File: config.mk
export PLATFORM = sky130hd
export DESIGN_NAME = line_write
export DESIGN_NICKNAME = d
export VERILOG_FILES = /design/src/cache_pkg.sv /design/src/line_write.sv
export VERILOG_INCLUDE_DIRS = /design/src
export SDC_FILE = /design/constraint.sdc
export NUM_CORES = 1
export LEC_CHECK = 0
export CAP_MARGIN = 10
export CORE_AREA = 2 2 234 236
export CTS_BUF_LIST = sky130_fd_sc_hd__clkbuf_8
export DETAILED_ROUTE_END_ITERATION = 8
export DIE_AREA = 0 0 236 238
export DONT_BUFFER_PORTS = 1
export PLACE_DENSITY = 0.38
export SYNTH_ARGS = -nofsm -noshare
export SYNTH_HDL_FRONTEND = slang
export SYNTH_SLANG_ARGS = --single-unit
File: constraint.sdc
create_clock -name clk -period 3.96 [get_ports clk]
set_clock_uncertainty 0.1 [all_clocks]
set_input_delay 0 -clock clk [delete_from_list [all_inputs] [get_ports clk]]
set_output_delay 0 -clock clk [all_outputs]
set_load 0.01 [all_outputs]
File: src/cache_cfg.svh
/* geometry macros for the set-associative cache
   ways, sets, word and line sizes, tag and tq id widths */

`ifndef CACHE_CFG_SVH
`define CACHE_CFG_SVH

// ====================
// associativity and depth
// ====================
`define CACHE_NUM_WAYS        4     // ways per set
`define CACHE_NUM_SETS        16    // sets in the tag array

// ====================
// line layout
// ====================
`define CACHE_WORD_W          32    // bits per data word
`define CACHE_WORDS_PER_LINE  4     // words per cache line

// address is {tag, set, byte offset}, upper offset bits pick the word
`define CACHE_TAG_W           8     // tag bits of the 16 bit address

// transaction queue id carried with every request
`define CACHE_TQ_ID_W         4

`endif

File: src/cache_pkg.sv
/* cache pipeline types
   geometry localparams, opcode and result enums,
   request / response / pipe bus structs */

`include "cache_cfg.svh"

package cache_pkg;

  // ====================
  // geometry
  // ====================
  localparam int NUM_WAYS       = `CACHE_NUM_WAYS;
  localparam int NUM_SETS       = `CACHE_NUM_SETS;
  localparam int WORD_W         = `CACHE_WORD_W;
  localparam int WORDS_PER_LINE = `CACHE_WORDS_PER_LINE;
  localparam int TAG_W          = `CACHE_TAG_W;
  localparam int TQ_ID_W        = `CACHE_TQ_ID_W;

  localparam int WAY_W      = $clog2(NUM_WAYS);        // encoded way
  localparam int SET_W      = $clog2(NUM_SETS);        // set index
  localparam int WORD_OFF_W = $clog2(WORDS_PER_LINE);  // word within line
  localparam int BYTE_OFF_W = $clog2(WORD_W / 8);      // byte within word
  localparam int OFFSET_W   = WORD_OFF_W + BYTE_OFF_W; // line offset
  localparam int ADDR_W     = TAG_W + SET_W + OFFSET_W;

  // ====================
  // scalar types
  // ====================
  typedef logic [ADDR_W-1:0]     addr_t;
  typedef logic [TAG_W-1:0]      tag_t;
  typedef logic [SET_W-1:0]      set_idx_t;
  typedef logic [OFFSET_W-1:0]   offset_t;
  typedef logic [WORD_OFF_W-1:0] word_off_t;
  typedef logic [NUM_WAYS-1:0]   way_vec_t;  // one bit per way
  typedef logic [WAY_W-1:0]      way_idx_t;
  typedef logic [WORD_W-1:0]     word_t;
  typedef word_t [WORDS_PER_LINE-1:0] line_t; // word 0 in the low bits
  typedef logic [TQ_ID_W-1:0]    tq_id_t;

  // data array address, set in the upper bits
  typedef struct packed {
    set_idx_t set;
    way_idx_t way;
  } cl_addr_t;

  typedef enum logic [1:0] {RD_LU, WR_LU, FILL_LU} lu_op_e;
  typedef enum logic [1:0] {NO_RSP, HIT, MISS, FILL} lu_result_e;
  typedef enum logic {FILL_REQ_OP, DIRTY_EVICT_OP} fm_op_e;

  // ====================
  // interface structs
  // ====================
  typedef struct packed {
    logic   valid;
    lu_op_e op;
    tq_id_t tq_id;
    addr_t  address;
    word_t  data;     // write word
    line_t  cl_data;  // fill line
  } lu_req_t;

  // one set of the tag array
  typedef struct packed {
    tag_t [NUM_WAYS-1:0] tags;
    way_vec_t            valid;
    way_vec_t            modified;
    way_vec_t            mru;
  } set_state_t;

  // carried q1 -> q2 -> q3, lookup fields filled in q2
  typedef struct packed {
    logic     valid;
    lu_op_e   op;
    tq_id_t   tq_id;
    tag_t     tag;
    set_idx_t set;
    offset_t  offset;
    word_t    data;
    line_t    cl_data;
    way_vec_t hit_vec;
    logic     hit;
    logic     miss;
    way_vec_t victim_vec;
    way_idx_t victim_way;
    tag_t     victim_tag;   // tag being displaced by a fill
    logic     dirty_evict;
    cl_addr_t cl_addr;
  } pipe_bus_t;

  typedef struct packed {
    way_vec_t   hit_vec;
    way_idx_t   hit_way;
    way_vec_t   victim_vec;
    way_idx_t   victim_way;
    tag_t       victim_tag;
    logic       dirty_evict;
    set_state_t next_set;
  } way_res_t;

  typedef struct packed {
    logic     valid;
    cl_addr_t cl_addr;
    line_t    line;
  } cl_wr_t;

  typedef struct packed {
    logic       valid;
    lu_op_e     op;
    lu_result_e result;
    tq_id_t     tq_id;
    addr_t      address;
    line_t      cl_data;
  } lu_rsp_t;

  typedef struct packed {
    logic   valid;
    fm_op_e opcode;
    addr_t  address;
    tq_id_t tq_id;
    line_t  data;
  } fm_req_t;

endpackage

File: src/line_write.sv
`timescale 1ns/1ps
/* line_write: q3 line forwarding from q4, write word merge,
   data array write request and the q4 write register */

module line_write (
  input  logic                clk,
  input  logic                reset,
  input  cache_pkg::pipe_bus_t lu_q3,
  input  cache_pkg::line_t     ram_line,  // data array read, q3
  output cache_pkg::line_t     line_q3,   // line after forwarding
  output cache_pkg::cl_wr_t    cl_wr
);
  import cache_pkg::*;

  cl_wr_t    cl_wr_q4;   // last write, not yet visible in the ram read
  line_t     merged;
  word_off_t word_sel;
  logic      fwd_q4;

  // ====================
  // q4 -> q3 forwarding
  // ====================
  assign fwd_q4  = cl_wr_q4.valid && (cl_wr_q4.cl_addr == lu_q3.cl_addr);
  assign line_q3 = fwd_q4 ? cl_wr_q4.line : ram_line;

  // write hit replaces one word
  assign word_sel = lu_q3.offset[OFFSET_W-1 -: WORD_OFF_W];

  always_comb begin
    merged           = line_q3;
    merged[word_sel] = lu_q3.data;
  end

  always_comb begin
    cl_wr.cl_addr = lu_q3.cl_addr;       // victim way for fill, hit way otherwise
    cl_wr.valid   = lu_q3.valid &&
                    ((lu_q3.op == FILL_LU) || ((lu_q3.op == WR_LU) && lu_q3.hit));
    cl_wr.line    = (lu_q3.op == FILL_LU) ? lu_q3.cl_data : merged;
  end

  // ====================
  // q4 register
  // ====================
  always_ff @(posedge clk) begin
    cl_wr_q4.cl_addr <= cl_wr.cl_addr;
    cl_wr_q4.line    <= cl_wr.line;
    if (reset) begin
      cl_wr_q4.valid <= 1'b0;
    end else begin
      cl_wr_q4.valid <= cl_wr.valid;
    end
  end

endmodule

# Yosys cells after proc, flatten, opt, wreduce, memory -nomap -nowiden
# Cells that the tools add are included.
# totals
register_bits,135
inputBits,340
output_inout_bits,263
wordCells,22
# op_classes
n_lt_le_gt_ge,2
n_eq_ne,3
mux,5
n_reduce_logical,5
# op_table
operator,count
$mux W128,2
$bwmux W128,1
$demux W32 S2,1
$mux W32,1
$eq A6 B6 Y1,1
$logic_and A1 B1 Y1,4
$lt A2 B3 Y1 const B,1
$eq A2 B1 Y1 const B,1
$eq A2 B2 Y1 const B,1
$ge A2 B1 Y1 const B,1
$logic_or A1 B1 Y1,1

# Depth between registers and ports, before layout
# logic_depth
ltp_word,6
depth_mapped,7
mapped_depth_nobuf,4

# Worst setup path before layout
# Ideal clock, no wire load.
# synth_path
path_kind,flip-flop to flip-flop
from,register cl_wr_q4[129] (netlist bit)
to,register cl_wr_q4[32] (netlist bit)
setup_ns,0.152
arrival_ns,1.607
required_ns,3.708
slack_ns,2.101
stages_incl_launch_ff,8
path_buffers,3
period_less_slack_ns,1.859
cell_sequence,dfxtp_1 > xnor2_1 > nand4_1 > or2_1 > clkbuf_1 > buf_2 > buf_1 > a211oi_1
# synth_lines
element,line,text
from (decl),line_write.sv:15,cl_wr_t cl_wr_q4;

==> summary.txt <==
Synthesis
  • Cell area after synthesis: 9470 um^2
  • Synth Flop Type: dfxtp_1
  • Most frequent cells after synthesis: a211oi_1 (256), dfxtp_1 (135)
  • Post-synth top area share: 0.285
  • Number of synthesized flops with an enable pin: 0
  • Largest cells by area after synthesis: dfxtp_1 (29%), a211oi_1 (20%), mux2_1 (15%), a211o_1 (12%), o22ai_1 (8.5%)
  • Yosys warns: 0
  • Count leader, synth: a211oi_1
  • Synth async-reset ratio: 0
  • Post-synth cell types: 21
  • Register area share after synthesis: 0.285
  • Mean Syn Cell Area: 8.83 um^2
  • Post-synthesis register bit count: 135
  • Mapped Cells: 1,073
  • Post-synthesis net count: 1,413
  • Synth area leader: dfxtp_1

Route
  • Vias per cell: 5.61
  • Routed WL: 55.1 mm
  • Vias after detailed routing: 11,300
  • 1st-pass router iterations: 5
  • Antenna-violating nets left: 0
  • DR WL/cell: 27.4 um
  • Number of remaining DRC errors: 0
  • Starting DRC count in detailed routing: 685

Clock network
  • Clock latency at the later pin of the worst-skew pair: 0.56 ns
  • CTS Buf Count: 17
  • Post-CTS setup buffer count: 0
  • CTS root buffer: clkbuf_8
  • CTS clock-pin slew for the worst setup and hold paths: 0.08 ns
  • Clk sinks: 135
  • H-tree depth: 4
  • Maximum root-to-sink buffer count: 2
  • CTS tree: yes

Finish
  • Share of post-route cells with drive strength above 1: 0.0596
  • Area Growth Syn to Fin: 44.0%
  • Largest register FFs: 135
  • Net count, final: 1,636
  • Top reg by flops: cl_wr_q4
  • Biggest regs: cl_wr_q4 (135)

STA
  • TNS Setup: 0 ns
  • Worst slew pin tran: 0.972 ns
  • Final Cycle Share: 0.849
  • RSZ-0062 raised after global routing: no
  • Min Clock Period, post-route: 3.36 ns
  • Hold Vio Cnt, Final: 0
  • Final Max Slew Viols: 0
  • Final setup vio count: 0
  • Max-slew headroom: 0.352
  • Fmax: 297 MHz

Pwr
  • Peak VDD IR: 0.234 mV
  • Pwr dens: 305 nW/um^2
  • Static Leak: 4.70 nW
  • Tot Pwr: 4.16 mW

Floorplanning
  • Die width: 236 um
  • I/O pins: 603
  • Core box area: 53,500 um^2
  • Row cnt: 85
  • DIE AREA: 56,200 um^2
  • Initial Utilization: 0.177
  • Chip height: 238 um

Global route
  • Grt ovf: 0
  • Gr usage total: 0.190
  • Vias in the first global route: 11,600
  • Global-route wire length before repair: 79.9 mm
  • Initial antenna violation count: 7
  • Largest net degree at the start of global routing: 140

Setup path
  • Crit-path max FO: 59
  • Req. time, crit path: 3.86 ns
  • Worst endpoint data arrival time: 3.26 ns
  • Critical path class: register to output port
  • Type of destination of the critical path: output port
  • Worst Setup SP: cl_wr_q4[130]
  • Cell mode on critical path: buf_4
  • R2r startpoint: cl_wr_q4[132]
  • Crit path launch type: register
  • Worst path max stage delay: 0.78 ns
  • Crit path max-delay cell type: or2_4
  • Crit path cell chain: xnor2_1, nand4_1, or2_4, buf_4, a211oi_1, dlygate4sd3_1, buf_4

Status
  • Outcome: complete, no violations

Worst hold path
  • Worst Hold Class: input port to output port
  • Worst Min Path Start: ram_line[92]

Run
  • Max Cap Viol: 0

Placed design
  • Hpwl dp: 36.1 mm
  • Port bufs: 0
  • GP Congestion: 0.779
logic make-up after synthesis:
group	synth area share
flip-flops	0.285
buffers and inverters	0.0740
AND/OR/NAND/NOR	0.0765
AO/OA/AOI/OAI	0.406
XOR/XNOR	0.00555
multiplexers	0.152
power breakdown:
part           switching [mW]  internal [mW]  total, mW
registers              0.0718           1.50       1.57
clock network           0.670          0.614       1.28
logic                   0.716          0.591       1.31
routing by layer:
metal | up-vias | track usage | share of wire
met3 | 127 | 0.0671 | 0.086
met1 | 5582 | 0.201 | 0.37
met4 | 4 | 0.107 | 0.051
met5 | - | 0 | 0.00049
li1 | 4915 | - | -
met2 | 647 | 0.329 | 0.49
path summary, 6_finish.rpt:
check                           slack, ns  depth (start not counted)       endpoint
worst max-delay path                 0.60                          7     cl_wr[112]
worst min-delay path                 0.05                          1    line_q3[92]
worst max register to register       0.88                          6   cl_wr_q4[61]
worst min register to register       1.24                          4  cl_wr_q4[101]
critical path: cells and delay by family, from the launching register on:
kind / cells / cell delay [ns]
AOI/OAI and AO/OA: 1 / 0.12
xor gates and xnor gates: 1 / 0.12
buffers and inverters: 3 / 1.15
DFF: 1 / 0.31
and+or+nand+nor: 2 / 0.94
layout make-up:
class | count | area (um^2)
clock inverters | 11 | 106
fillers | 5817 | 39900
well taps | 696 | 871
repair buffers | 351 | 3520
diodes | 5 | 12.5
clock buffers | 21 | 289
multi-input cells | 791 | 6130
flip-flops and latches | 135 | 2700
per-stage QoR:
step	hold slack, ns	area [um^2]	instances	setup WS, ns	utilization
final	0.0529	13600	2010	0.597	0.255
after global routing	0.0269	13600	2009	0.400	0.255
after CTS	0.00670	13600	2005	0.491	0.255
after detailed placement	-0.0999	10100	1659	1.43	0.188
after global placement	-0.0999	10100	1659	1.43	0.188
after floorplan	-0.0723	9470	1073	2.10	-
cells in the final DEF (no fill, tap or decap), drive strengths merged:
master and n:
a211o 128, a211oi 256, and2 2, buf 37, bufinv 2, clkbuf 21, clkinv 4, clkinvlp 2
dfxtp 135, diode 5, dlygate4sd3 314, inv 3, mux2 128, nand2 5, nand2b 1, nand3 1
nand4 1, nor2 1, nor2b 4, nor3 128, o21ai 1, o22ai 128, or2 1, xnor2 6
what timing repair did:
item,in CTS,in global routing
hold endpoints to repair,141,0
resized for setup,0,0
hold buffers,314,0
Power figures use the tool's default switching activity.
