===== config.mk =====
export PLATFORM = sky130hd
export DESIGN_NAME = way_select
export DESIGN_NICKNAME = d
export VERILOG_FILES = /design/src/cache_pkg.sv /design/src/way_select.sv
export VERILOG_INCLUDE_DIRS = /design/src
export SDC_FILE = /design/constraint.sdc
export NUM_CORES = 1
export LEC_CHECK = 0
export BUFFER_PORTS_ARGS = -buffer_cell sky130_fd_sc_hd__buf_2
export CAP_MARGIN = 0
export CORE_AREA = 2 2 125 127
export DETAILED_ROUTE_END_ITERATION = 10
export DIE_AREA = 0 0 127 129
export GPL_TIMING_DRIVEN = 0
export SLEW_MARGIN = 10
export SYNTH_ARGS = -nofsm -noshare
export SYNTH_HDL_FRONTEND = slang
export SYNTH_SLANG_ARGS = --single-unit

===== constraint.sdc =====
create_clock -name vclk -period 1.9
set_input_delay 0.285 -clock vclk [all_inputs]
set_output_delay 0.285 -clock vclk [all_outputs]
set_load 0.03 [all_outputs]

===== src/cache_cfg.svh =====
/* geometry macros for the set-associative cache
   ways, sets, word and line sizes, tag and tq id widths */

`ifndef CACHE_CFG_SVH
`define CACHE_CFG_SVH

// ====================
// associativity and depth
// ====================
`define CACHE_NUM_WAYS        4     // ways per set
`define CACHE_NUM_SETS        16    // sets in the tag array

// ====================
// line layout
// ====================
`define CACHE_WORD_W          32    // bits per data word
`define CACHE_WORDS_PER_LINE  4     // words per cache line

// address is {tag, set, byte offset}, upper offset bits pick the word
`define CACHE_TAG_W           8     // tag bits of the 16 bit address

// transaction queue id carried with every request
`define CACHE_TQ_ID_W         4

`endif


===== src/cache_pkg.sv =====
/* cache pipeline types
   geometry localparams, opcode and result enums,
   request / response / pipe bus structs */

`include "cache_cfg.svh"

package cache_pkg;

  // ====================
  // geometry
  // ====================
  localparam int NUM_WAYS       = `CACHE_NUM_WAYS;
  localparam int NUM_SETS       = `CACHE_NUM_SETS;
  localparam int WORD_W         = `CACHE_WORD_W;
  localparam int WORDS_PER_LINE = `CACHE_WORDS_PER_LINE;
  localparam int TAG_W          = `CACHE_TAG_W;
  localparam int TQ_ID_W        = `CACHE_TQ_ID_W;

  localparam int WAY_W      = $clog2(NUM_WAYS);        // encoded way
  localparam int SET_W      = $clog2(NUM_SETS);        // set index
  localparam int WORD_OFF_W = $clog2(WORDS_PER_LINE);  // word within line
  localparam int BYTE_OFF_W = $clog2(WORD_W / 8);      // byte within word
  localparam int OFFSET_W   = WORD_OFF_W + BYTE_OFF_W; // line offset
  localparam int ADDR_W     = TAG_W + SET_W + OFFSET_W;

  // ====================
  // scalar types
  // ====================
  typedef logic [ADDR_W-1:0]     addr_t;
  typedef logic [TAG_W-1:0]      tag_t;
  typedef logic [SET_W-1:0]      set_idx_t;
  typedef logic [OFFSET_W-1:0]   offset_t;
  typedef logic [WORD_OFF_W-1:0] word_off_t;
  typedef logic [NUM_WAYS-1:0]   way_vec_t;  // one bit per way
  typedef logic [WAY_W-1:0]      way_idx_t;
  typedef logic [WORD_W-1:0]     word_t;
  typedef word_t [WORDS_PER_LINE-1:0] line_t; // word 0 in the low bits
  typedef logic [TQ_ID_W-1:0]    tq_id_t;

  // data array address, set in the upper bits
  typedef struct packed {
    set_idx_t set;
    way_idx_t way;
  } cl_addr_t;

  typedef enum logic [1:0] {RD_LU, WR_LU, FILL_LU} lu_op_e;
  typedef enum logic [1:0] {NO_RSP, HIT, MISS, FILL} lu_result_e;
  typedef enum logic {FILL_REQ_OP, DIRTY_EVICT_OP} fm_op_e;

  // ====================
  // interface structs
  // ====================
  typedef struct packed {
    logic   valid;
    lu_op_e op;
    tq_id_t tq_id;
    addr_t  address;
    word_t  data;     // write word
    line_t  cl_data;  // fill line
  } lu_req_t;

  // one set of the tag array
  typedef struct packed {
    tag_t [NUM_WAYS-1:0] tags;
    way_vec_t            valid;
    way_vec_t            modified;
    way_vec_t            mru;
  } set_state_t;

  // carried q1 -> q2 -> q3, lookup fields filled in q2
  typedef struct packed {
    logic     valid;
    lu_op_e   op;
    tq_id_t   tq_id;
    tag_t     tag;
    set_idx_t set;
    offset_t  offset;
    word_t    data;
    line_t    cl_data;
    way_vec_t hit_vec;
    logic     hit;
    logic     miss;
    way_vec_t victim_vec;
    way_idx_t victim_way;
    tag_t     victim_tag;   // tag being displaced by a fill
    logic     dirty_evict;
    cl_addr_t cl_addr;
  } pipe_bus_t;

  typedef struct packed {
    way_vec_t   hit_vec;
    way_idx_t   hit_way;
    way_vec_t   victim_vec;
    way_idx_t   victim_way;
    tag_t       victim_tag;
    logic       dirty_evict;
    set_state_t next_set;
  } way_res_t;

  typedef struct packed {
    logic     valid;
    cl_addr_t cl_addr;
    line_t    line;
  } cl_wr_t;

  typedef struct packed {
    logic       valid;
    lu_op_e     op;
    lu_result_e result;
    tq_id_t     tq_id;
    addr_t      address;
    line_t      cl_data;
  } lu_rsp_t;

  typedef struct packed {
    logic   valid;
    fm_op_e opcode;
    addr_t  address;
    tq_id_t tq_id;
    line_t  data;
  } fm_req_t;

endpackage


===== src/way_select.sv =====
`timescale 1ns/1ps
/* way_select: q2 tag compare and hit encode,
   fill victim choice and the next set state */

module way_select (
  input  cache_pkg::pipe_bus_t  lu,      // q2 request
  input  cache_pkg::set_state_t set_in,  // set state after hazard mux
  output cache_pkg::way_res_t   res
);
  import cache_pkg::*;

  way_vec_t   hit_vec;
  way_vec_t   free_vec;
  way_vec_t   victim_vec;
  way_idx_t   hit_way;
  way_idx_t   victim_way;
  logic       hit;
  logic       is_fill;
  set_state_t nxt;

  // lowest set bit only
  function automatic way_vec_t first_way(way_vec_t v);
    return v & (~v + way_vec_t'(1));
  endfunction

  function automatic way_idx_t encode(way_vec_t v);
    way_idx_t idx;
    idx = '0;
    for (int w = 0; w < NUM_WAYS; w++) begin
      if (v[w]) begin
        idx = way_idx_t'(w);
      end
    end
    return idx;
  endfunction

  // ====================
  // tag compare
  // ====================
  always_comb begin
    for (int w = 0; w < NUM_WAYS; w++) begin
      hit_vec[w] = lu.valid && set_in.valid[w] && (set_in.tags[w] == lu.tag);
    end
  end

  assign hit      = |hit_vec;
  assign hit_way  = encode(hit_vec);
  assign is_fill  = lu.valid && (lu.op == FILL_LU);
  assign free_vec = ~set_in.valid;

  // ====================
  // victim, fill only
  // ====================
  always_comb begin
    victim_vec = '0;
    if (is_fill) begin
      // first free way, else first non-mru (bit flip keeps one free)
      victim_vec = (|free_vec) ? first_way(free_vec) : first_way(~set_in.mru);
    end
  end

  assign victim_way = encode(victim_vec);

  // next set state
  always_comb begin
    nxt = set_in;                                 // default keep the set
    if (hit && (lu.op == RD_LU)) begin
      nxt.mru = set_in.mru | hit_vec;
    end
    if (hit && (lu.op == WR_LU)) begin
      nxt.mru      = set_in.mru | hit_vec;
      nxt.modified = set_in.modified | hit_vec;   // line now dirty
    end
    if (is_fill) begin
      nxt.mru              = set_in.mru | victim_vec;
      nxt.valid            = set_in.valid | victim_vec;
      nxt.modified         = set_in.modified & ~victim_vec;  // fresh line is clean
      nxt.tags[victim_way] = lu.tag;
    end
    // all mru -> flip, keep only the way just touched
    if ((&nxt.mru) && (hit || is_fill)) begin
      nxt.mru = is_fill ? victim_vec : hit_vec;
    end
  end

  always_comb begin
    res.hit_vec     = hit_vec;
    res.hit_way     = hit_way;
    res.victim_vec  = victim_vec;
    res.victim_way  = victim_way;
    res.victim_tag  = set_in.tags[victim_way];    // old tag, for dirty evict
    res.dirty_evict = |(victim_vec & set_in.valid & set_in.modified);
    res.next_set    = nxt;
  end

  // ====================
  // checks
  // ====================
  always_comb begin
    if (lu.valid === 1'b1) begin
      // no duplicate tags may ever be stored in one set
      assert final ($onehot0(hit_vec))
        else $error("way_select: tag hit in more than one way");
      if (lu.op == FILL_LU) begin
        assert final ($onehot(victim_vec))
          else $error("way_select: fill without a single victim way");
      end
    end
  end

endmodule

=== After elaboration in Yosys (flattened, before gate mapping) ===
Index checks and enable logic that the tools add are counted.

* Bits in registers: 0
* Input bits: 254
* Output and inout bits: 65
* Word-level logic and storage cells: 61

* $add $sub $neg: 2
* $lt $le $gt $ge: 2
* Equality and inequality tests: 6
* Mux-type cells: 18
* Bitwise gates (word level): 14
* Reduce and logical (&&, ||, !) cells: 19

{| class="wikitable"
|+ Operators with widths
! cell !! number
|-
| 2-to-1 mux 44 bit || 1
|-
| bitwise mux 32 bit || 1
|-
| == test 8 bit || 4
|-
| 2-to-1 mux 8 bit || 3
|-
| AND 4 bit || 5
|-
| 2-to-1 mux 4 bit || 5
|-
| inverter 4 bit || 5
|-
| binary-select mux 8 bit (select 2 bit) || 1
|-
| demux 8 bit (select 2 bit) || 1
|-
| bitwise OR 4 bit || 4
|-
| logical AND 1 bit || 13
|-
| OR reduction 4 bit || 3
|-
| adder 4 x 1 -> 4 bit, second input constant || 2
|-
| 2-to-1 mux 2 bit || 4
|-
| AND reduction 4 bit || 1
|-
| < comparator 2 x 3 -> 1 bit, second input constant || 1
|-
| == test 2 x 1 -> 1 bit, second input constant || 1
|-
| == test 2 bit, second input constant || 1
|-
| >= comparator 2 x 1 -> 1 bit, second input constant || 1
|-
| logical NOT 2 bit || 1
|-
| 2-to-1 mux 1 bit || 2
|-
| logical OR 1 bit || 1
|}

=== Depth between registers and ports, before layout ===
* Depth in word-level cells: 18
* Gate-level depth with buffers: 9
* Mapped depth without buffers: 6

=== Least setup slack after synthesis ===
OpenSTA, ideal clock, no wires.

* Kind: input port to output port
* Start point: input lu[207] (netlist name)
* End point: output res[46] (netlist name)
* Data arrival time: 2.064 ns
* Data required time: 1.615 ns
* Slack: -0.449 ns
* Cell stages on the path: 7
* Buffers on the path: 2
* Cell sequence: and3b_1 buf_6 nand2_1 or2_2 clkbuf_1 mux2i_1 o21ai_0

{| class="wikitable"
|+ RTL lines
! element !! line !! source
|-
| start: declaration || way_select.sv:6 || <nowiki>input cache_pkg::pipe_bus_t lu,</nowiki>
|-
| end: declaration || way_select.sv:8 || <nowiki>output cache_pkg::way_res_t res</nowiki>
|}

==> reports/results.tsv <==
metric	value	unit
max cap viols	0	
final worst path period share	1.26	
Storage cell area	0	um^2
endpoint type of the worst setup path	primary output	
final setup margin	-0.493	ns
final critical-path required period	2.39	ns
met1 track utilization from global routing	0.169	
areal power density over the cells	235	nW/um^2
weighted congestion at the end of routability-driven global placement	0.778	
number of buffers and inverters on the critical path	2	
number of I/O port buffers	110	
GRT met2 Usage	0.184	
dpl ws	-0.846	ns
final hold vios	0	
placed standard-cell area	2480	um^2
Chip Height	129	um
floorplan row count	45	
Fmax achieved	418	MHz
number of antenna diodes	0	
worst IR drop on VDD	0.134	mV
leakage	1.71	nW
first-pass GRT wire length	14600	um
status	complete, but fails checks	
RSZ-0062 raised after global routing	yes	
Syn Inst Count	221	
critical path's top delay family	simple AND/OR/NAND/NOR gates	
count of routing violations after the opening detailed-route iteration	81	
final-layout clock buffer total	0	
DRC violations left	0	
cell with the largest stage delay on the worst path	nor4_4	
mean number of vias per cell	4.23	
Setup crit start kind	input pin	
library cells used by synthesis	35	
setup violators final	45	
post-detailed-route wirelength per cell	19.1	um
summed instance area of the synthesized netlist	1490	um^2
final-report max-slew violation count	0	
share of synthesized area occupied by flip-flops and latches	0	
Die Footprint	16400	um^2
final layout net count	616	
actual transition at the worst max-transition pin	0.448	ns
number of antenna violations at the first check in global routing	1	
most congested layer reported by global routing	met2	
largest net degree at the start of global routing	11	
grt ovf	0	
hold crit path type	in2out	
gr usage total	0.119	
Std-Cell Core Area	15000	um^2
Crit path arrival time	2.11	ns
final WL	10400	um
Seq cells	0	
final total power	0.844	mW
initial core utilization	0.0992	
fraction of layout instances using a drive strength above 1	0.669	
synthesized net count	475	
worst stage delay on the critical path	0.42	ns
area growth from synthesis to layout	141	%
routed via count	2320	
cell breakdown of the critical path	buf_12, xor2_4, nor4_4, nand4b_1, a32oi_1, nand4_1, a211o_4, buf_6	
vias in the first global route	2303	
CP required	1.62	ns
Die Wd	127	um
Rel. slew slack	0.701	
violations in the final reports	negative setup slack	
I/O pin total	319	
Setup Total Neg Slack	-8.24	ns
category of the most critical setup path	in2out	
M3 GR Usage	0.0283	
synthesized area divided by synthesized cell count	6.72	um^2
critical-path maximum fanout	3	
filler cell count	1613	
synthesis warning total	0	
total half-perimeter wirelength after legalization and detailed placement	7440	um
count of hold buffers inserted by post-cts repair	0	
number of search-and-repair iterations in the first detailed-routing pass	4	
post-detailed-route count of antenna-violating nets	0	
Final Cell Area	3580	um^2
-- cells by family after synthesis --
family	share of synthesized area
buffers and inverters	0.110
XOR/XNOR	0.189
AO/OA/AOI/OAI	0.177
AND/OR/NAND/NOR	0.288
multiplexers	0.236
-- metal layers --
metal | up-vias | wire (um)
met5 | - | 13
li1 | 1061 | -
met4 | 2 | 217
met3 | 19 | 883
met2 | 143 | 4450
met1 | 1095 | 4890
-- Yosys cell counts --
library cell	count	share of area
o21ai_0	13	0.044
buf_6	2	0.015
buf_2	11	0.037
mux2i_1	8	0.054
nand4b_1	3	0.018
nor4_1	2	0.0084
and3_1	3	0.013
a21o_1	1	0.0051
nand3_4	1	0.012
nor2_1	1	0.0025
a211o_1	2	0.012
xor2_1	27	0.16
clkinv_1	1	0.0025
mux2_2	24	0.18
a221o_1	1	0.0067
nand3_1	10	0.034
clkbuf_1	2	0.0051
a31oi_1	3	0.013
and3b_1	1	0.0059
inv_1	10	0.025
xnor2_1	5	0.029
a32oi_1	1	0.0059
o21a_1	1	0.0051
nor4_2	2	0.017
nor3_1	4	0.013
a22oi_1	8	0.040
o21ai_1	6	0.020
or2_2	3	0.013
buf_4	5	0.025
nand2b_1	3	0.013
nand2_1	42	0.11
o22ai_1	2	0.0084
a21oi_1	5	0.017
and2_1	2	0.0084
nand4_1	6	0.025
-- worst paths after layout --
path,from,to,cells past startpoint
max,set_in[25],res[2],8
min,set_in[25],res[25],4
-- placed cells by master, fill, tap and decap left out, drive strengths merged --
cell type,n
nand2,42
nor3,4
o21a,1
nand4,6
and3b,1
a31oi,3
mux2,24
nor2,1
clkbuf,3
nor4,4
a21oi,5
a32oi,1
nand3,11
a22oi,8
a221o,1
xnor2,5
or2,4
xor2,27
inv,10
clkinv,2
o21ai,19
mux2i,8
a21o,1
nand4b,3
nand2b,3
a211o,2
o22ai,2
buf,154
and3,3
and2,2
-- final cells by class --
class | instances | area (um^2) | share of cell area
Timing Repair inverter | 1 | 8.76 | 0.00244
Multi-Input combinational cell | 191 | 1780 | 0.498
Buffer | 16 | 213 | 0.0594
Timing Repair Buffer | 141 | 1290 | 0.360
Inverter | 11 | 53.8 | 0.0150
Tap cell | 188 | 235 | 0.0656
-- power breakdown --
| part | switching (mW) | internal (mW) | total, mW |
|---|---|---|---|
| Clock | 0 | 0 | 0 |
| Combinational | 0.469 | 0.375 | 0.844 |
| Sequential | 0 | 0 | 0 |
-- metrics by stage --
stage                     instances  hold WS [ns]   util
after floorplan                 221         0.727      -
final                           548         0.911  0.239
after global routing            548         0.920  0.239
after detailed placement        519         0.940  0.165
after global placement          519         0.940  0.165
after CTS                       546         0.911  0.228
-- worst min-delay path: cells and delay by family --
| kind | cells | cell delay (ns) |
|---|---|---|
| buffers and inverters | 2 | 0.24 |
| and+or+nand+nor | 2 | 0.11 |
-- repair_timing --
item | CTS | global route
gates resized for setup | 176 | 43
endpoints found under the setup margin | 59 | 57
buffers inserted | 26 | 9
cloned | 4 | 0
pin swaps | 26 | 20
Power figures use the tool's default switching activity.
