<file path="config.mk">
export PLATFORM = sky130hd
export DESIGN_NAME = set_ram
export DESIGN_NICKNAME = d
export VERILOG_FILES = /design/src/set_ram.sv
export SDC_FILE = /design/constraint.sdc
export NUM_CORES = 1
export LEC_CHECK = 0
export BUFFER_PORTS_ARGS = -buffer_cell sky130_fd_sc_hd__buf_2
export CAP_MARGIN = 30
export CORE_AREA = 5 5 120 122
export DETAILED_ROUTE_END_ITERATION = 6
export DIE_AREA = 0 0 125 127
export HOLD_SLACK_MARGIN = 0.12
export PLACE_DENSITY = 0.73
export SLEW_MARGIN = 5
export SYNTH_ARGS = -nofsm -noshare
export SYNTH_HDL_FRONTEND = slang
export SYNTH_SLANG_ARGS = --single-unit
</file>
<file path="constraint.sdc">
create_clock -name clk -period 2.2 [get_ports clk]
set_clock_uncertainty 0.2 [all_clocks]
set_input_delay 0.44 -clock clk [delete_from_list [all_inputs] [get_ports clk]]
set_output_delay 0.44 -clock clk [all_outputs]
set_load 0.1 [all_outputs]
</file>
<file path="src/set_ram.sv">
`timescale 1ns/1ps
/* set_ram: storage array, one read and one write port
   registered read, old data on a same-cycle collision */

module set_ram #(
  parameter type entry_t = logic [7:0],
  parameter int  DEPTH   = 16
) (
  input  logic                     clk,
  input  logic                     reset,
  input  logic [$clog2(DEPTH)-1:0] rd_addr,
  output entry_t                   rd_data,
  input  logic                     wr_en,
  input  logic [$clog2(DEPTH)-1:0] wr_addr,
  input  entry_t                   wr_data
);

  entry_t mem [DEPTH];

  always_ff @(posedge clk) begin
    if (reset) begin
      for (int i = 0; i < DEPTH; i++) begin
        mem[i] <= '0;               // all ways invalid after reset
      end
      rd_data <= '0;
    end else begin
      rd_data <= mem[rd_addr];      // sees the pre-write value
      if (wr_en) begin
        mem[wr_addr] <= wr_data;
      end
    end
  end

  // ====================
  // checks
  // ====================
  // write address comes from the pipe, must be known whenever it is used
  a_wr_addr_known: assert property (@(posedge clk) disable iff (reset)
    wr_en |-> !$isunknown(wr_addr))
    else $error("set_ram: write with unknown address");

endmodule

</file>
Yosys cells after proc, flatten, opt, wreduce, memory -nomap -nowiden
Memories as Yosys holds them, arrays and structs flattened. A register that Yosys moved wholly into a read port is not among the register bits.
Cells that the tools add are included.

word-level totals
  memories kept = 1
  register bits after elaboration = 0
  bits of input ports = 19
  output and inout port bits = 8
  logic and storage cells = 10
  bits in writable memories = 128

memories
  name  depth  width  read ports  clocked after Yosys merged registers in  wr ports  RTL line  text
  mem   16     8      1           1                                        16        18        entry_t mem [DEPTH];

cells by class
  multiplexer cells = 8
  reductions and logical operators = 1

operators with widths
  cell                count
  2-to-1 mux 8 bit    1
  OR reduction 8 bit  1
  2-to-1 mux 1 bit    6
  2-to-1 mux 4 bit    1

Logic depth before layout (Yosys ltp)
Gate-level depths: netlist of run 1.

  depth in word-level cells = 5
  mapped depth = 6
  gate-level depth less buffers = 4

Worst setup path before layout of run 1
OpenSTA, ideal clock, no wires.

  kind = input-to-reg
  start = input reset
  end = memory mem[11][0] (netlist name) (enable)
  setup time = 0.329 ns
  data arrival time = 1.395 ns
  slack = 0.276 ns
  buffers on the path = 1
  stages = 4
  data required time = 1.671 ns
  cell sequence = clkbuf_1 > nand4b_1 > nor2_1 > or2_1

RTL lines
  item         RTL line  text
  from (decl)  10        input logic reset,
  to (decl)    18

Worst setup path in the final report of run 1
  start = register rd_data[2] (netlist name), read port of mem
  end = output rd_data[2] (netlist name)

RTL lines
  item         RTL line  text
  from (decl)  12        output entry_t rd_data,

No word-level cell between the ends.

==> results of run 1 <==
[state kept, by name (all words and copies together) (netlist names)]
name and count:
rd_data 8, mem 128
[repair_timing]
action | 4_1_cts | 5_1_grt
endpoints found under the hold margin | 1 | 0
hold buffers | 1 | 0
resized for setup | 0 | 0
[kinds of logic after synthesis]
| kind of cell | after synthesis | synth area share, % |
|---|---|---|
| mux | 55 | 10.1 |
| buf+inv | 24 | 1.82 |
| compound gates | 35 | 4.09 |
| simple gates | 200 | 19.3 |
| flops | 136 | 64.7 |
[report_power, final]
group	internal (mW)	switching (mW)	total [mW]	leakage, nW
logic	0.157	0.380	0.537	1.18
clock network	1.75	0.988	2.74	0.272
registers	2.98	0.0481	3.03	1.29
total	4.90	1.42	6.31	2.74
[per-stage QoR]
stage | setup slack (ns) | std cells | area (um2) | util, % | power (mW)
6_report | 0.403 | 686 | 7210 | 55.1 | 6.31
5_1_grt | 0.372 | 686 | 7210 | 55.1 | 6.51
4_1_cts | 0.384 | 686 | 7210 | 55.1 | 6.35
3_5_place_dp | 0.140 | 654 | 6630 | 50.7 | 3.61
3_3_place_gp | 0.152 | 654 | 6630 | 50.7 | 3.60
2_1_floorplan | 0.276 | 450 | 6190 | - | 3.43
[synth_stat cells]
library cell / n
and2_1: 129
a221oi_1: 4
nor2_1: 14
buf_4: 5
nand3_1: 7
nand4bb_1: 1
a22oi_1: 18
nor2_2: 1
buf_2: 3
nand2b_1: 4
nor3b_1: 1
nand4b_1: 1
inv_1: 1
or2_1: 4
edfxtp_1: 128
a211oi_1: 4
o21ai_0: 4
dfxtp_1: 8
nand2_1: 14
buf_1: 1
nor2b_1: 8
nor3_1: 1
o31ai_1: 1
mux2i_1: 49
o22ai_1: 4
nor3_2: 3
or2_2: 12
clkbuf_1: 14
mux4_2: 6
[layout make-up]
class	count	area share, %
clock inverter	11	1.82
multi-input combinational	290	28.7
timing repair buffer	52	4.72
inverter	1	0.0521
tap	176	3.06
sequential	136	55.6
clock buffer	20	6.06
[final timing paths]
kind | startpoint | to | slack, ns | cells past startpoint
worst min-delay path | reset | rd_data[6]$_SDFF_PP0_ | 0.32 | 3
worst max-delay path | rd_data[2]$_SDFF_PP0_ | rd_data[2] | 0.40 | 1
worst min register to register | mem[7][2]$_SDFFCE_PN0P_ | rd_data[2]$_SDFF_PP0_ | 0.39 | 2
worst max register to register | mem[14][3]$_SDFFCE_PN0P_ | rd_data[3]$_SDFF_PP0_ | 0.62 | 3
[metal layers]
metal | track usage (%) | routed length, um
met5 | 0 | 0
met4 | 6.70 | 240
met3 | 4.47 | 839
met2 | 25.7 | 5940
met1 | 25.3 | 6390
==> results.txt, run 1 <==
transition time at the pin with the least slew margin: 0.537 ns
detailed-route DRC error count: 0
cts bufs inserted: 17
Power Density: 876 nW/um2
worst slew slack as a fraction of its limit: 64.1%
min-delay worst type: input pin to register
kind of capture point of the worst setup path: output pin
Final Max Slew Viols: 0
total area of multi-input combinational cells: 2070 um2
wire per inst: 19.5 um
Pre-antenna DRT Iters: 5
run status: finished, final reports clean
layout cell share with drive strength beyond 1: 19.2%
detailed-route wire length: 13400 um
wire length of the first global-routing pass: 21000 um
syn_nets: 469
total die area: 15900 um2
pin count of the biggest net entering global routing: 20
initial antenna violation count: 0
buffer depth of the longest clock path: 2
total number of nets in the final design: 517
clock slew at the register clock pins of the worst setup and hold paths: 0.05 ns
global-route total usage across every layer: 17.5%
final period demand of the worst path: 1.80 ns
number of warnings reported in the yosys synthesis log: 0
number of instances in the synthesized netlist: 450
clock tree from TritonCTS: built
Chip Height: 127 um
via count of the first global-routing pass: 3687
hold violation count in the final report: 0
die outline width: 125 um
mean instance size in the synthesized netlist: 13.7 um2
share of Yosys cell area claimed by the top area cell type: 62.1%
number of failing setup endpoints in the final timing report: 0
cell taking the most area after synthesis: edfxtp_1
count of pins on the block boundary: 27
antenna diode instance count: 0
sequential cell area: 4000 um2
Area growth, synth to finish: 16.5%
highest ir drop seen on vdd: 0.000578 V
share of synthesized area occupied by flip-flops and latches: 64.7%
post-route worst hold slack: 0.324 ns
initial drt markers: 303
number of maximum-capacitance violations: 0
root buffer cell: clkbuf_16
number of buffer and inverter stages on the critical path: 1
#FFs+latches synth: 136
placeable core region: 13100 um2
clk sinks: 136
family with the most delay on the worst path: buffers and inverters
CP startpoint kind: register
H-tree Lvls: 4
worst stage delay on the critical path: 0.43 ns
GPL Wtd Cong: 0.876
IO Port Bufs: 26
CP Max Fanout: 1
Total Negative Setup Slacks: 0 ns
Leakage Power: 2.74 nW
overall via count from detail_route: 3703
leading post-synthesis cells by cell area: edfxtp_1 (62%), and2_1 (13%), mux2i_1 (7.9%)
max frequency: 556 MHz
filler cell count in the final layout: 1038
setup bufs post-CTS: 0
post-synthesis cell area: 6190 um2
remaining global-route overflow: 0
residual antenna-violating net count after detailed routing: 0
# rows: 42
required time reported for the critical path endpoint: 1.56 ns
HPWL after detailed placement: 9310 um
starting density of the core: 47.3%
fin crit share: 81.7%
insertion delay to the later sink of the worst-skew pair: 0.41 ns
cell breakdown of the critical path: buf_2
startpoint-to-endpoint class of the critical path: register to output pin
endpoint arrival time on the critical path: 1.16 ns
most used cells in the layout excluding fill and tap cells: and2_1 (129), edfxtp_1 (128), mux2i_1 (49)
setup repair after global routing missed its margin: false
count of distinct cell types in the synthesized netlist: 29
most common cell after layout, fill and taps aside: and2_1
slowest CP cell: buf_2
routed via count divided by cell count: 5.40
Note: power is estimated with default switching activity, not from simulation.
==> inputs of run 2 (changes only) <==
- clock period: 2.2 -> 1.7 ns (I/O delays scaled with it)
==> results.txt, run 2 (synthesized netlist as in run 1, its figures left out) <==
run status: finished, final reports clean (unchanged)
setup bufs post-CTS: 0 (unchanged)
number of failing setup endpoints in the final timing report: 0 (unchanged)
routed via count divided by cell count: 5.40 (about the same)
number of maximum-capacitance violations: 0 (unchanged)
cell breakdown of the critical path: buf_4 (was buf_2)
total die area: 15900 um2 (unchanged)
setup repair after global routing missed its margin: false (unchanged)
slowest CP cell: dfxtp_1 (was buf_2)
number of buffer and inverter stages on the critical path: 1 (unchanged)
CP startpoint kind: register (unchanged)
total number of nets in the final design: 536 (was 517)
buffer depth of the longest clock path: 2 (unchanged)
min-delay worst type: input pin to register (unchanged)
detailed-route DRC error count: 0 (unchanged)
flip-flop count of the largest register, all copies and words added: 128 (unchanged)
wire length of the first global-routing pass: 22500 um (was 21000 um)
Pre-antenna DRT Iters: 5 (unchanged)
clock tree from TritonCTS: built (unchanged)
required time reported for the critical path endpoint: 1.16 ns (was 1.56 ns)
wire per inst: 20.3 um (was 19.5 um)
Crit Reg-Reg Endpoint: rd_data[6]$_SDFF_PP0_ (was rd_data[3]$_SDFF_PP0_)
cts bufs inserted: 17 (unchanged)
starting density of the core: 47.3% (unchanged)
IO Port Bufs: 26 (unchanged)
worst stage delay on the critical path: 0.35 ns (was 0.43 ns)
# rows: 42 (unchanged)
layout cell share with drive strength beyond 1: 23.4% (was 19.2%)
most common cell after layout, fill and taps aside: and2_1 (unchanged)
filler cell count in the final layout: 1020 (was 1038)
Final Max Slew Viols: 0 (unchanged)
pin count of the biggest net entering global routing: 17 (was 20)
startpoint-to-endpoint class of the critical path: register to output pin (unchanged)
endpoint arrival time on the critical path: 1.07 ns (was 1.16 ns)
HPWL after detailed placement: 10300 um (was 9310 um)
transition time at the pin with the least slew margin: 0.726 ns (was 0.537 ns)
max frequency: 622 MHz
count of pins on the block boundary: 27 (unchanged)
residual antenna-violating net count after detailed routing: 0 (unchanged)
FF-to-FF path depth: 3 (unchanged)
beginning of the worst hold path: reset (unchanged)
detailed-route wire length: 14300 um (was 13400 um)
H-tree Lvls: 4 (unchanged)
final period demand of the worst path: 1.61 ns
instance count along the most critical hold path: 3 (unchanged)
Chip Height: 127 um (unchanged)
post-layout total power: 8.53 mW (was 6.31 mW)
global-route total usage across every layer: 19.1% (was 17.5%)
family with the most delay on the worst path: flip-flops (was buffers and inverters)
GPL Wtd Cong: 0.848 (was 0.876)
kind of capture point of the worst setup path: output pin (unchanged)
insertion delay to the later sink of the worst-skew pair: 0.42 ns (was 0.41 ns)
Power Density: 1150 nW/um2 (was 876 nW/um2)
worst slew slack as a fraction of its limit: 51.5% (was 64.1%)
most used cells in the layout excluding fill and tap cells: and2_1 (129), edfxtp_1 (128), mux2i_1 (49) (unchanged)
register ranked first by flip-flop count: mem (unchanged)
antenna diode instance count: 0 (unchanged)
total area of multi-input combinational cells: 2090 um2 (was 2070 um2)
Worst Hold Path EP: rd_data[6]$_SDFF_PP0_ (unchanged)
Area growth, synth to finish: 20.4% (was 16.5%)
worst reg2reg path startpoint: mem[13][6]$_SDFFCE_PN0P_ (was mem[14][3]$_SDFFCE_PN0P_)
root buffer cell: clkbuf_16 (unchanged)
initial antenna violation count: 0 (unchanged)
Leakage Power: 2.87 nW (was 2.74 nW)
CP Max Fanout: 1 (unchanged)
highest ir drop seen on vdd: 0.00130 V (was 0.000578 V)
remaining global-route overflow: 0 (unchanged)
Total Negative Setup Slacks: 0 ns (unchanged)
flop2flop setup slack: 0.16 ns (was 0.62 ns)
fin crit share: 94.6%
hold violation count in the final report: 0 (unchanged)
die outline width: 125 um (unchanged)
clk sinks: 136 (unchanged)
initial drt markers: 291 (was 303)
placeable core region: 13100 um2 (unchanged)
overall via count from detail_route: 3809 (was 3703)
clock slew at the register clock pins of the worst setup and hold paths: 0.06 ns (was 0.05 ns)
via count of the first global-routing pass: 4013 (was 3687)
biggest registers after layout: mem (128), rd_data (8) (unchanged)
sequential cell area: 4000 um2 (unchanged)
-- run 2: cell count changes in the layout (fill, tap and decap cells not counted), moves of 2 or more --
cell / before / now
buf_2: 26 / 18
buf_4: 24 / 47
bufinv_16: 3 / 5
clkbuf_4: 0 / 3
nor2_1: 14 / 11
nor2_2: 1 / 4
or2_1: 4 / 1
or2_4: 0 / 4
-- run 2: metrics by stage --
stage / cell area [um2] / worst slack (ns) / util [%] / hold WS [ns] / cells
3_5_place_dp: 6810 / -0.246 / 52.0 / 0.402 / 673
3_3_place_gp: 6810 / -0.208 / 52.0 / 0.398 / 673
5_1_grt: 7450 / 0.0407 / 56.9 / 0.199 / 705
4_1_cts: 7440 / 0.000522 / 56.9 / 0.164 / 705
2_1_floorplan: 6210 / -0.0606 / - / 0.244 / 450
6_report: 7450 / 0.0925 / 56.9 / 0.184 / 705
-- run 2: worst max-delay path by stage --
| stage | startpoint | endpoint | slack [ns] | cells after the start |
|---|---|---|---|---|
| after global routing | rd_addr[3] | rd_data[6]$_SDFF_PP0_ | 0.04 | 6 |
| after detailed placement | rd_addr[2] | rd_data[6]$_SDFF_PP0_ | -0.25 | 5 |
| final | rd_data[6]$_SDFF_PP0_ | rd_data[6] | 0.09 | 1 |
| after global placement | reset | mem[9][1]$_SDFFCE_PN0P_ | -0.21 | 5 |
| after CTS | rd_data[0]$_SDFF_PP0_ | rd_data[0] | 0.0005 | 1 |
| after floorplan | reset | mem[15][0]$_SDFFCE_PN0P_ | -0.06 | 4 |
-- run 2: tightest hold or removal path, delay by kind of cell --
kind | cells | cell delay, ns
buffers and inverters | 2 | 0.32
AOI/OAI and AO/OA | 1 | 0.09
-- run 2: layout make-up --
cell class                 count  share of cell area (%)
clock buffer                  20                    5.86
clock inverter                11                    2.40
inverter                       1                  0.0504
multi-input combinational    290                    28.1
sequential                   136                    53.7
tap                          176                    2.96
timing repair buffer          71                    6.92
-- run 2: layer usage --
metal	track usage [%]	part of all wire, %	up-vias
met2	29.8	47	151
met1	25.7	44	1876
met3	5.93	7.0	17
li1	-	-	1765
met5	0	0	-
met4	6.31	1.5	0
-- run 2: repair_timing --
action / 4_1_cts / 5_1_grt
endpoints found under the hold margin: 1 / 0
setup endpoints to repair: 5 / 3
resized for setup: 5 / 3
hold buffers: 1 / 0
-- run 2: power by group --
part	switching [mW]	internal (mW)
registers	0.0681	3.86
logic	0.507	0.250
clock network	1.28	2.57
total	1.85	6.68
==> inputs of run 3 (changes only) <==
- CTS_CLUSTER_SIZE: unset -> 20
- clock period: 1.7 -> 2.1 ns (I/O delays scaled with it)
==> results.txt, run 3 (synthesized netlist as in run 1, its figures left out) <==
kind of capture point of the worst setup path: output pin (unchanged)
clock slew at the register clock pins of the worst setup and hold paths: 0.06 ns (about the same)
total number of nets in the final design: 516 (was 536)
worst stage delay on the critical path: 0.43 ns (was 0.35 ns)
clk sinks: 136 (unchanged)
Leakage Power: 2.79 nW (was 2.87 nW)
placeable core region: 13100 um2 (unchanged)
total die area: 15900 um2 (unchanged)
Final Max Slew Viols: 0 (unchanged)
Crit Reg-Reg Endpoint: rd_data[6]$_SDFF_PP0_ (unchanged)
beginning of the worst hold path: reset (unchanged)
Pint: 5.50 mW (was 6.68 mW)
Worst Hold Path EP: mem[4][0]$_SDFFCE_PN0P_ (was rd_data[6]$_SDFF_PP0_)
final period demand of the worst path: 1.79 ns
net switching power: 1.55 mW (was 1.85 mW)
instance count along the most critical hold path: 2 (was 3)
family with the most delay on the worst path: buffers and inverters (was flip-flops)
count of pins on the block boundary: 27 (unchanged)
Area growth, synth to finish: 18.0% (was 20.4%)
cell breakdown of the critical path: buf_2 (was buf_4)
FF-to-FF path depth: 3 (unchanged)
biggest registers after layout: mem (128), rd_data (8) (unchanged)
share of total power in combinational logic: 8.0% (was 8.9%)
CP Max Fanout: 1 (unchanged)
worst reg2reg path startpoint: mem[0][6]$_SDFFCE_PN0P_ (was mem[13][6]$_SDFFCE_PN0P_)
remaining global-route overflow: 0 (unchanged)
sequential fraction of design power: 45.0% (was 46.1%)
starting density of the core: 47.3% (unchanged)
filler cell count in the final layout: 1018 (was 1020)
wire length of the first global-routing pass: 21700 um (was 22500 um)
number of buffer and inverter stages on the critical path: 1 (unchanged)
endpoint arrival time on the critical path: 1.17 ns (was 1.07 ns)
layout cell share with drive strength beyond 1: 19.6% (was 23.4%)
fin crit share: 85.4%
Chip Height: 127 um (unchanged)
via count of the first global-routing pass: 3862 (was 4013)
wire per inst: 19.8 um (was 20.3 um)
min-delay worst type: input pin to register (unchanged)
overall via count from detail_route: 3756 (was 3809)
Pre-antenna DRT Iters: 5 (unchanged)
most used cells in the layout excluding fill and tap cells: and2_1 (129), edfxtp_1 (128), mux2i_1 (49) (unchanged)
HPWL after detailed placement: 9500 um (was 10300 um)
flip-flop count of the largest register, all copies and words added: 128 (unchanged)
cells resized by post-CTS repair: 0 (was 5)
max frequency: 558 MHz
hold violation count in the final report: 0 (unchanged)
global-route total usage across every layer: 18.2% (was 19.1%)
Total Negative Setup Slacks: 0 ns (unchanged)
IO Port Bufs: 26 (unchanged)
detailed-route DRC error count: 0 (unchanged)
setup repair after global routing missed its margin: false (unchanged)
run status: finished, final reports clean (unchanged)
buffer depth of the longest clock path: 2 (unchanged)
pin count of the biggest net entering global routing: 25 (was 17)
H-tree Lvls: 4 (unchanged)
antenna diode instance count: 0 (unchanged)
required time reported for the critical path endpoint: 1.48 ns (was 1.16 ns)
startpoint-to-endpoint class of the critical path: register to output pin (unchanged)
switching portion of total power: 21.9% (was 21.7%)
initial drt markers: 436 (was 291)
insertion delay to the later sink of the worst-skew pair: 0.42 ns (about the same)
initial antenna violation count: 0 (unchanged)
root buffer cell: clkbuf_16 (unchanged)
number of maximum-capacitance violations: 0 (unchanged)
die outline width: 125 um (unchanged)
number of failing setup endpoints in the final timing report: 0 (unchanged)
Power Density: 966 nW/um2 (was 1150 nW/um2)
flop2flop setup slack: 0.54 ns (was 0.16 ns)
# rows: 42 (unchanged)
transition time at the pin with the least slew margin: 0.697 ns (was 0.726 ns)
clock network power share: 46.9% (was 45.1%)
worst slew slack as a fraction of its limit: 53.4% (was 51.5%)
register ranked first by flip-flop count: mem (unchanged)
routed via count divided by cell count: 5.48 (was 5.40)
GPL Wtd Cong: 0.871 (was 0.848)
cts bufs inserted: 17 (unchanged)
slowest CP cell: buf_2 (was dfxtp_1)
highest ir drop seen on vdd: 0.000536 V (was 0.00130 V)
CP startpoint kind: register (unchanged)
post-route worst hold slack: 0.307 ns (was 0.184 ns)
residual antenna-violating net count after detailed routing: 0 (unchanged)
clock tree from TritonCTS: built (unchanged)
detailed-route wire length: 13500 um (was 14300 um)
most common cell after layout, fill and taps aside: and2_1 (unchanged)
==> run 3: changes by cell type in the layout (fill, tap and decap cells not counted), sizes merged <==
cell / delta
inv: +1
clkbuf: -5
buf: -17
bufinv: +1
==> run 3: metrics by stage <==
step / worst slack, ns / cells / area, um2 / power, mW / utilization (%)
after detailed placement: 0.0548 / 653 / 6630 / 3.79 / 50.7
after CTS: 0.292 / 685 / 7300 / 7.05 / 55.8
final: 0.307 / 685 / 7300 / 7.05 / 55.8
after floorplan: 0.196 / 450 / 6190 / 3.60 / -
after global placement: 0.0985 / 653 / 6630 / 3.77 / 50.7
after global routing: 0.269 / 685 / 7300 / 7.26 / 55.8
==> run 3: final cells by class <==
cell class | count | area (um2) | share of cell area, %
Inverter | 1 | 3.75 | 0.0514
Timing Repair Buffer | 51 | 345 | 4.73
Multi-Input combinational cell | 290 | 2070 | 28.4
Sequential cell | 136 | 4000 | 54.9
Clock buffer | 18 | 429 | 5.88
Clock inverter | 13 | 226 | 3.10
Tap cell | 176 | 220 | 3.02
==> run 3: how the worst max path moves through the flow <==
stage                                      from  slack, ns                       end  cells after the start
after floorplan                           reset       0.20  mem[11][0]$_SDFFCE_PN0P_                      4
after global placement               wr_addr[1]        0.1   mem[9][0]$_SDFFCE_PN0P_                      5
after detailed placement                  reset       0.05  mem[11][7]$_SDFFCE_PN0P_                      4
after CTS                 rd_data[3]$_SDFF_PP0_       0.29                rd_data[3]                      1
after global routing      rd_data[4]$_SDFF_PP0_       0.27                rd_data[4]                      1
final                     rd_data[0]$_SDFF_PP0_       0.31                rd_data[0]                      1
==> run 3: repair_timing <==
item                                    CTS  global route
endpoints found under the setup margin    0             0
hold endpoints to repair                  1             0
hold buffers                              1             0
setup buffers                             0             0
==> run 3: per-layer routing <==
layer  track usage (%)  routed length (um)  up-vias
met5                 0                   0        -
li1                  -                   -     1729
met4              6.89                 291        0
met2              27.8                6250      163
met1              25.4                6090     1843
met3              4.51                 915       21
==> run 3: power groups by stage <==
stage	clock [mW]	combinational [mW]	sequential (mW)
after floorplan	0	0.269	3.33
final	3.31	0.567	3.18
after global routing	3.47	0.603	3.19
after CTS	3.30	0.566	3.18
after detailed placement	0	0.561	3.23
after global placement	0	0.550	3.22
